## src/hdl/line_code_pkg.sv

```systemverilog
package line_code_pkg;

	localparam int SYM_W = 9;
	localparam int BYTE_W = 8;
	localparam int CODE_W = 10;

	// Symbols as they arrive on datain
	localparam logic [SYM_W-1:0] K28_1_IN = 9'h13C;
	localparam logic [SYM_W-1:0] K28_5_IN = 9'h1BC;

	// Byte values handed to the encoder with ctrl set
	localparam logic [BYTE_W-1:0] K28_5_BYTE = 8'hBC;
	localparam logic [BYTE_W-1:0] K23_7_BYTE = 8'hF7;

	// Code groups written abcdei / fghj with a leftmost, RD- forms
	localparam logic [5:0] D6_RDN [0:31] = '{
		6'b100111, 6'b011101, 6'b101101, 6'b110001,
		6'b110101, 6'b101001, 6'b011001, 6'b111000,
		6'b111001, 6'b100101, 6'b010101, 6'b110100,
		6'b001101, 6'b101100, 6'b011100, 6'b010111,
		6'b011011, 6'b100011, 6'b010011, 6'b110010,
		6'b001011, 6'b101010, 6'b011010, 6'b111010,
		6'b110011, 6'b100110, 6'b010110, 6'b110110,
		6'b001110, 6'b101110, 6'b011110, 6'b101011
	};
	localparam logic [5:0] K28_ABCDEI = 6'b001111;

	// D.x.7 uses the primary code from this table
	localparam logic [3:0] D4_RDN [0:7] = '{
		4'b1011, 4'b1001, 4'b0101, 4'b1100,
		4'b1101, 4'b1010, 4'b0110, 4'b1110
	};
	localparam logic [3:0] A7_RDN = 4'b0111;

	// K28.y and Kx.7, RD+ form is the full complement
	localparam logic [3:0] K_FGHJ_RDN [0:7] = '{
		4'b0100, 4'b1001, 4'b0101, 4'b0011,
		4'b0010, 4'b1010, 4'b0110, 4'b1000
	};

	function automatic logic ctrl_byte_ok(input logic [BYTE_W-1:0] b);
		case (b)
			8'h1C, 8'h3C, 8'h5C, 8'h7C, 8'h9C, 8'hDC, 8'hFC: return 1'b1;
			8'hF7, 8'hFB, 8'hFD, 8'hFE: return 1'b1;
			default: return 1'b0;
		endcase
	endfunction

endpackage

```

## src/hdl/frame_pkg.sv

```systemverilog
package frame_pkg;

	// Framing
	localparam int PREAMBLE_LEN = 4;
	localparam int CRC_BYTES = 4;
	localparam int CNT_W = 3;

	// Reflected Ethernet CRC-32
	localparam int CRC_W = 32;
	localparam int CRC_BYTE_W = CRC_W / CRC_BYTES;
	localparam logic [CRC_W-1:0] CRC_INIT = 32'hFFFF_FFFF;
	localparam logic [CRC_W-1:0] CRC_POLY = 32'hEDB8_8320;

	typedef enum logic [2:0] {
		ST_IDLE,
		ST_PREAMBLE,
		ST_DATA,
		ST_CRC,
		ST_CLOSE
	} frame_state_t;

endpackage

```

## src/hdl/frame_counter.sv

```systemverilog
`timescale 1ns/1ps

module frame_counter import frame_pkg::*; (
	input logic clk,
	input logic reset,
	input logic load,
	input logic [CNT_W-1:0] len,
	input logic step,
	output logic done
);

	logic [CNT_W-1:0] cnt;

	always_ff @(posedge clk) begin
		if (reset) begin
			cnt <= '0;
		end else if (load) begin
			cnt <= len;
		end else if (step) begin
			cnt <= cnt - 1'b1;
		end
	end

	// Last step of the run
	assign done = (cnt == CNT_W'(1));

	assert property (@(posedge clk) disable iff (reset)
		step |-> cnt != '0);

endmodule

```

## src/hdl/crc32_accum.sv

```systemverilog
`timescale 1ns/1ps

module crc32_accum import frame_pkg::*; (
	input logic clk,
	input logic reset,
	input logic init,
	input logic update,
	input logic shift,
	input logic [CRC_BYTE_W-1:0] data_byte,
	output logic [CRC_BYTE_W-1:0] crc_byte
);

	logic [CRC_W-1:0] crc;
	logic [CRC_W-1:0] crc_next;

	// One bit per step, LSB first
	always_comb begin
		crc_next = crc ^ {{(CRC_W - CRC_BYTE_W){1'b0}}, data_byte};
		for (int i = 0; i < CRC_BYTE_W; i++) begin
			crc_next = crc_next[0] ? ((crc_next >> 1) ^ CRC_POLY) : (crc_next >> 1);
		end
	end

	always_ff @(posedge clk) begin
		if (reset || init) begin
			crc <= CRC_INIT;
		end else if (update) begin
			crc <= crc_next;
		end else if (shift) begin
			// Ones fill so the inverted trailer reads zero past the end
			crc <= {{CRC_BYTE_W{1'b1}}, crc[CRC_W-1:CRC_BYTE_W]};
		end
	end

	assign crc_byte = ~crc[CRC_BYTE_W-1:0];

	assert property (@(posedge clk) disable iff (reset)
		!(update && shift));

endmodule

```

## src/hdl/enc_8b10b.sv

```systemverilog
`timescale 1ns/1ps

module enc_8b10b import line_code_pkg::*; (
	input logic clk,
	input logic reset,
	input logic push,
	input logic start,
	input logic ctrl,
	input logic [BYTE_W-1:0] data_byte,
	output logic pushout,
	output logic startout,
	output logic [CODE_W-1:0] dataout
);

	// Running disparity, 0 is negative
	logic rd;
	logic rd6;
	logic rd_next;
	logic [4:0] x;
	logic [2:0] y;
	logic [5:0] d6_n;
	logic d6_bal;
	logic use_a7;
	logic [3:0] d4_n;
	logic [5:0] d6;
	logic [3:0] d4;
	logic [5:0] k6_n;
	logic [3:0] k4_n;
	logic [5:0] abcdei;
	logic [3:0] fghj;
	logic [CODE_W-1:0] code;

	assign x = data_byte[4:0];
	assign y = data_byte[7:5];

	// 5b/6b for data
	assign d6_n = D6_RDN[x];
	assign d6_bal = ($countones(d6_n) == 3);
	assign d6 = (rd && (!d6_bal || x == 5'd7)) ? ~d6_n : d6_n;
	assign rd6 = d6_bal ? rd : ~rd;

	// 3b/4b, alternate x.7 avoids a run of five
	assign use_a7 = (!rd6 && (x == 5'd17 || x == 5'd18 || x == 5'd20))
		|| (rd6 && (x == 5'd11 || x == 5'd13 || x == 5'd14));
	assign d4_n = (y == 3'd7 && use_a7) ? A7_RDN : D4_RDN[y];
	assign d4 = (rd6 && ($countones(d4_n) != 2 || y == 3'd3)) ? ~d4_n : d4_n;

	// Control groups
	assign k6_n = (x == 5'd28) ? K28_ABCDEI : d6_n;
	assign k4_n = K_FGHJ_RDN[y];

	assign abcdei = ctrl ? (rd ? ~k6_n : k6_n) : d6;
	assign fghj = ctrl ? (rd ? ~k4_n : k4_n) : d4;

	// Bit a goes out first in bit 0
	always_comb begin
		for (int i = 0; i < 6; i++) begin
			code[i] = abcdei[5 - i];
		end
		for (int i = 0; i < 4; i++) begin
			code[6 + i] = fghj[3 - i];
		end
	end

	assign rd_next = ($countones(code) == 5) ? rd : ~rd;

	always_ff @(posedge clk) begin
		if (reset) begin
			pushout <= 1'b0;
			startout <= 1'b0;
			dataout <= '0;
			rd <= 1'b0;
		end else begin
			pushout <= push;
			startout <= push && start;
			if (push) begin
				dataout <= code;
				rd <= rd_next;
			end
		end
	end

	assert property (@(posedge clk) disable iff (reset)
		push |=> $countones(dataout) inside {[4:6]});

endmodule

```

## src/hdl/frame_fsm.sv

```systemverilog
`timescale 1ns/1ps

module frame_fsm import line_code_pkg::*, frame_pkg::*; (
	input logic clk,
	input logic reset,
	input logic pushin,
	input logic startin,
	input logic [SYM_W-1:0] datain,
	input logic cnt_done,
	input logic [BYTE_W-1:0] crc_byte,
	output logic enc_push,
	output logic enc_start,
	output logic enc_ctrl,
	output logic [BYTE_W-1:0] enc_byte,
	output logic cnt_load,
	output logic [CNT_W-1:0] cnt_len,
	output logic cnt_step,
	output logic crc_init,
	output logic crc_update,
	output logic crc_shift
);

	frame_state_t state;
	frame_state_t next_state;

	always_ff @(posedge clk) begin
		if (reset) begin
			state <= ST_IDLE;
		end else begin
			state <= next_state;
		end
	end

	always_comb begin
		next_state = state;
		enc_push = 1'b0;
		enc_start = 1'b0;
		enc_ctrl = 1'b0;
		enc_byte = datain[BYTE_W-1:0];
		cnt_load = 1'b0;
		cnt_len = CNT_W'(PREAMBLE_LEN - 1);
		cnt_step = 1'b0;
		crc_init = 1'b0;
		crc_update = 1'b0;
		crc_shift = 1'b0;
		case (state)
			ST_IDLE: begin
				if (pushin && startin && datain == K28_1_IN) begin
					enc_push = 1'b1;
					enc_start = 1'b1;
					enc_ctrl = 1'b1;
					cnt_load = 1'b1;
					crc_init = 1'b1;
					next_state = ST_PREAMBLE;
				end
			end
			ST_PREAMBLE: begin
				// Anything but K28.1 drops the frame silently
				if (pushin) begin
					if (datain == K28_1_IN) begin
						enc_push = 1'b1;
						enc_ctrl = 1'b1;
						cnt_step = 1'b1;
						if (cnt_done) begin
							next_state = ST_DATA;
						end
					end else begin
						next_state = ST_IDLE;
					end
				end
			end
			ST_DATA: begin
				if (pushin) begin
					if (datain == K28_5_IN) begin
						enc_push = 1'b1;
						enc_ctrl = 1'b1;
						enc_byte = K23_7_BYTE;
						cnt_load = 1'b1;
						cnt_len = CNT_W'(CRC_BYTES);
						next_state = ST_CRC;
					end else if (!datain[SYM_W-1]) begin
						enc_push = 1'b1;
						crc_update = 1'b1;
					end else if (ctrl_byte_ok(datain[BYTE_W-1:0])) begin
						enc_push = 1'b1;
						enc_ctrl = 1'b1;
					end
				end
			end
			ST_CRC: begin
				// Low byte first, one per cycle
				enc_push = 1'b1;
				enc_byte = crc_byte;
				crc_shift = 1'b1;
				cnt_step = 1'b1;
				if (cnt_done) begin
					next_state = ST_CLOSE;
				end
			end
			ST_CLOSE: begin
				enc_push = 1'b1;
				enc_ctrl = 1'b1;
				enc_byte = K28_5_BYTE;
				next_state = ST_IDLE;
			end
			default: begin
				next_state = ST_IDLE;
			end
		endcase
	end

	// Trailer is exactly CRC_BYTES symbols long
	assert property (@(posedge clk) disable iff (reset)
		(state == ST_CLOSE) |-> ($past(state, CRC_BYTES) == ST_CRC)
			&& ($past(state, CRC_BYTES + 1) == ST_DATA));

endmodule

```

## src/hdl/enc_top.sv

```systemverilog
`timescale 1ns/1ps

module enc_top import line_code_pkg::*, frame_pkg::*; (
	input logic clk,
	input logic reset,
	input logic pushin,
	input logic startin,
	input logic [SYM_W-1:0] datain,
	output logic pushout,
	output logic startout,
	output logic [CODE_W-1:0] dataout
);

	logic enc_push;
	logic enc_start;
	logic enc_ctrl;
	logic [BYTE_W-1:0] enc_byte;
	logic cnt_load;
	logic [CNT_W-1:0] cnt_len;
	logic cnt_step;
	logic cnt_done;
	logic crc_init;
	logic crc_update;
	logic crc_shift;
	logic [BYTE_W-1:0] crc_byte;

	frame_fsm u_fsm (
		.clk(clk),
		.reset(reset),
		.pushin(pushin),
		.startin(startin),
		.datain(datain),
		.cnt_done(cnt_done),
		.crc_byte(crc_byte),
		.enc_push(enc_push),
		.enc_start(enc_start),
		.enc_ctrl(enc_ctrl),
		.enc_byte(enc_byte),
		.cnt_load(cnt_load),
		.cnt_len(cnt_len),
		.cnt_step(cnt_step),
		.crc_init(crc_init),
		.crc_update(crc_update),
		.crc_shift(crc_shift)
	);

	frame_counter u_cnt (
		.clk(clk),
		.reset(reset),
		.load(cnt_load),
		.len(cnt_len),
		.step(cnt_step),
		.done(cnt_done)
	);

	// Data bytes reach the CRC through the encoder request
	crc32_accum u_crc (
		.clk(clk),
		.reset(reset),
		.init(crc_init),
		.update(crc_update),
		.shift(crc_shift),
		.data_byte(enc_byte),
		.crc_byte(crc_byte)
	);

	enc_8b10b u_enc (
		.clk(clk),
		.reset(reset),
		.push(enc_push),
		.start(enc_start),
		.ctrl(enc_ctrl),
		.data_byte(enc_byte),
		.pushout(pushout),
		.startout(startout),
		.dataout(dataout)
	);

endmodule

```

## config.mk

```make
export PLATFORM = sky130hd
export DESIGN_NAME = enc_top
export DESIGN_NICKNAME = d
export VERILOG_FILES = /design/src/hdl/line_code_pkg.sv /design/src/hdl/frame_pkg.sv /design/src/hdl/frame_counter.sv /design/src/hdl/crc32_accum.sv /design/src/hdl/enc_8b10b.sv /design/src/hdl/frame_fsm.sv /design/src/hdl/enc_top.sv
export SDC_FILE = /design/constraint.sdc
export NUM_CORES = 1
export LEC_CHECK = 0
export ABC_CLOCK_PERIOD_IN_PS = 13950
export BUFFER_PORTS_ARGS = -buffer_cell sky130_fd_sc_hd__buf_2
export CAP_MARGIN = 20
export CORE_MARGIN = 5
export CORE_UTILIZATION = 41
export CTS_CLUSTER_DIAMETER = 150
export DETAILED_ROUTE_END_ITERATION = 16
export HOLD_SLACK_MARGIN = 0.08
export SLEW_MARGIN = 20
export SYNTH_ARGS = -nofsm -noshare
export SYNTH_HDL_FRONTEND = slang
export SYNTH_SLANG_ARGS = --single-unit
```

## constraint.sdc

```tcl
create_clock -name clk -period 13.95 [get_ports clk]
set_input_delay 2.0925 -clock clk [delete_from_list [all_inputs] [get_ports clk]]
set_output_delay 2.0925 -clock clk [all_outputs]
set_load 0.01 [all_outputs]
```

==> run summary <==
During synthesis, Yosys emitted a total of 0 warnings. The critical path's largest stage delay is 0.68 ns. After clock tree synthesis, the repair step resized 0 gates. The tools report the worst slack after detailed placement as 2.617 ns. The worst endpoint data arrival time is 11.20 ns, and the share of the clock period used by the worst path is 78.86%.

Averaged over all synthesized cells, the footprint is 7.951 sq um. The tools report the count of pins over their slew limit as 0. After detailed routing, the total wire length is 11450 microns. Routability-driven placement finished with a final weighted congestion of 0.8893.

The logs give 22.65% for the post-synthesis sequential area ratio and 51 for the number of sinks on the clock net. The clock tree buffer depth was 2; the number of cells on the worst reg-to-reg path was 35. Setup violations remaining at the end of the flow were counted as 0.

The tools report the register-to-register path setup slack as 3.81 ns. Setup repair after global routing left no endpoint under its margin. The worst ir drop on vdd came out at 0.00006297 V.

The maximum level of the CTS H-tree came out at 2. The endpoint type of the worst setup path was a flop. The run finished with clean final reports. Synthesis produced 567 cells. In the final layout, flip-flops and latches occupy 0.001021 sq mm. Critical path class: in -> reg. For this design, the slowest cell found on the critical path is sky130_fd_sc_hd__nor4_2.

In the final layout, the multi-input gates occupy 0.003237 sq mm. Counting flops and latches in the post-synthesis netlist gives 51. Across the run, the number of max-cap violations was 0.

The pin slew with the least headroom to its limit works out to 1.048 ns. The worst register-to-register path begins at u_fsm.state[1]. Via-per-instance ratio: 5.629. The total congestion overflow after global routing was 0; the synthesized cell area was 0.004508 sq mm. The die is 114.9 microns wide. The leakage power figure came out at 1.822 nW. The run gives 0 as the number of endpoints with negative hold slack in the final report. Summed over its instances, the top area cell type makes up 22.65% of the synthesized netlist area. The clock reaches the later pin of the worst-skew pair after 0.32 ns. When the netlist entered floorplanning its net count stood at 611. The number of stages on the worst hold path was 2.

The count of flip-flops with a built-in enable after synthesis is 0. The path with the worst hold slack has its endpoint at u_enc.dataout[4]. The global routing usage on met3 was 2.211%. By count the netlist is led by sky130_fd_sc_hd__nand2_1 (58), sky130_fd_sc_hd__nor2_1 (58), sky130_fd_sc_hd__dfxtp_1 (51). Post-synthesis cell type with the largest combined area: sky130_fd_sc_hd__dfxtp_1. Among all flip-flop cells after synthesis, the most frequent one is sky130_fd_sc_hd__dfxtp_1.

The height of the chip is 114.9 microns, and the share of post-route cells with drive strength above 1 is 10.33%. Class of the tightest hold or removal check: reg -> reg. By instance count, the cell type seen most on the critical path is sky130_fd_sc_hd__ha_1. The logs give 0 for the post-detailed-route DRC marker count and 3862 for the number of global-route vias before repair. The tools report the number of iterations in the first detailed-routing pass as 4.

The highest attainable clock frequency was 90.90 MHz. During placement, the flow inserted port buffers numbering 24. The number of nets in the layout is 614. The initial core utilization is 41.77%, and the largest net degree at the start of global routing is 33. For the clock skew after layout, the log shows 0.01480 ns. The number of fillers in the final layout was 1073.

The setup fix buffers added after clock tree synthesis was 0; the average routed wire per standard cell was 16.10 microns. The tools report the launching element type of the critical path as an input port. The global routing usage on met1 was 24.91%; the required time reported for the critical path endpoint was 14.15 ns. The worst pin sits at a relative slew slack of 29.84%. Count of distinct cell types in the synthesized netlist: 79. The die covers 0.01319 sq mm. The violation count after the first detailed-route iteration is 279, and the setup TNS is 0 ns. TritonCTS created 5 clock buffers.

The endpoint identified for the worst register-to-register timing path is u_enc.rd. The run gives 29.71% as the met2 track utilization from global routing. TritonCTS built the clock tree. The critical path contains buffers and inverters numbering 3 combined. Along the worst path, the maximum fanout reaches 8.

For this design the top-level I/O count stands at 25. The first global-routing pass estimated 19460 microns of wire. In this run the core area contains 38 standard-cell rows.

The root buffer cell chosen for the clock tree is sky130_fd_sc_hd__clkbuf_8. In this run the remaining antenna-violating nets after routing total 0. met2 is the most crowded layer. The clock transition at the registers of the reported paths is 0.10 ns, and the area of the placeable core is 0.01079 sq mm. The number of antenna diodes in the final layout is 0. The worst path setup slack after routing was 2.949 ns.

The family with the most delay on the worst path is adder cells. The worst hold path begins at u_enc.dataout[4]. The time the worst path needs with I/O delays and setup is 11.00 ns, and the async set-or-reset flop fraction in the synthesized netlist is 0%.

The HPWL after detailed placement is 8385 microns. The initial antenna violation count is 0. The tools report the number of hold buffers added after cts as 0. Yosys attributes the largest share of cell area to sky130_fd_sc_hd__dfxtp_1 (23%), sky130_fd_sc_hd__xnor2_1 (8.5%), sky130_fd_sc_hd__ha_1 (6.1%). At the end of the flow the core is filled with cells to 44.33%. In this run the power density over the cells is 100.3 mW/mm^2. The number of vias in the routed layout was 4002; the area overhead of the layout relative to synthesis was 6.134%. The tools report the combined global-route utilization of all metal layers as 17.90%.
## metrics by stage
step / cells / power, mW / hold WS [ns] / cell area [sq um]
after detailed placement: 703 / 0.3932 / 0.4426 / 4692
after floorplan: 567 / 0.3414 / 0.4588 / 4508
after global routing: 711 / 0.5335 / 0.4833 / 4785
final: 711 / 0.4801 / 0.4542 / 4785
after global placement: 703 / 0.3811 / 0.4399 / 4692
after CTS: 711 / 0.4865 / 0.4548 / 4785
## state kept, by name (all words and copies together) (netlist names)
signal	cells
u_fsm.state	3
u_enc.rd	1
u_cnt.cnt	3
u_crc.crc	32
u_enc.startout	1
u_enc.dataout	10
u_enc.pushout	1
## cells in the final DEF (no fill, tap or decap), types with 6 or more instances in the layout
cell type                   n
sky130_fd_sc_hd__a211oi_1   7
sky130_fd_sc_hd__a21oi_1   31
sky130_fd_sc_hd__a221oi_1   7
sky130_fd_sc_hd__buf_2     24
sky130_fd_sc_hd__buf_4      7
sky130_fd_sc_hd__dfxtp_1   51
sky130_fd_sc_hd__fa_1       9
sky130_fd_sc_hd__ha_1      22
sky130_fd_sc_hd__inv_1     23
sky130_fd_sc_hd__nand2_1   58
sky130_fd_sc_hd__nand3_1   17
sky130_fd_sc_hd__nor2_1    58
sky130_fd_sc_hd__nor3_1    17
sky130_fd_sc_hd__o211ai_1   9
sky130_fd_sc_hd__o21a_1     6
sky130_fd_sc_hd__o21ai_0   39
sky130_fd_sc_hd__o22ai_1   12
sky130_fd_sc_hd__xnor2_1   44
sky130_fd_sc_hd__xor2_1    20
## final cells by class
type | instances | share of cell area, %
Multi-Input combinational cell | 458 | 67.65
Sequential cell | 51 | 21.34
Tap cell | 140 | 3.661
Timing Repair Buffer | 31 | 3.609
Inverter | 23 | 1.804
Clock buffer | 5 | 1.438
Clock inverter | 3 | 0.4969
## worst min-delay path, delay by kind of cell (launching register included)
family,cells,cell delay (ns)
AO/OA/AOI/OAI,1,0.05
flip-flops,1,0.32
AND/OR/NAND/NOR,1,0.05
## logic make-up after synthesis
family | count (synthesis) | synth area share [%]
and+or+nand+nor | 198 | 21.95
AOI/OAI and AO/OA | 156 | 23.51
xor gates and xnor gates | 71 | 15.79
buffers and inverters | 58 | 5.551
DFF | 51 | 22.65
adders and majority gates | 31 | 10.10
muxes | 2 | 0.4441
## worst max path at each step
stage | endpoint | from | cells after the start | slack, ns
2_1_floorplan | u_enc.rd | datain[3] | 38 | 3.50
3_3_place_gp | u_enc.rd | datain[1] | 36 | 2.95
3_5_place_dp | u_enc.rd | pushin | 36 | 2.62
4_1_cts | u_enc.rd | pushin | 36 | 2.93
5_1_grt | u_enc.rd | pushin | 36 | 2.01
6_report | u_enc.rd | pushin | 36 | 2.95
## metal layers
layer / vias up / part of all wire (%)
met2: 55 / 48
met4: 0 / 1.2
met5: - / 0
met3: 12 / 3.1
li1: 2038 / -
met1: 1897 / 48
## where the power goes
| part | switching, mW | internal, mW |
|---|---|---|
| sequential | 0.0000630 | 0.146 |
| clock | 0.0549 | 0.0360 |
| combinational | 0.136 | 0.108 |
(Power assumes the default switching activity.)
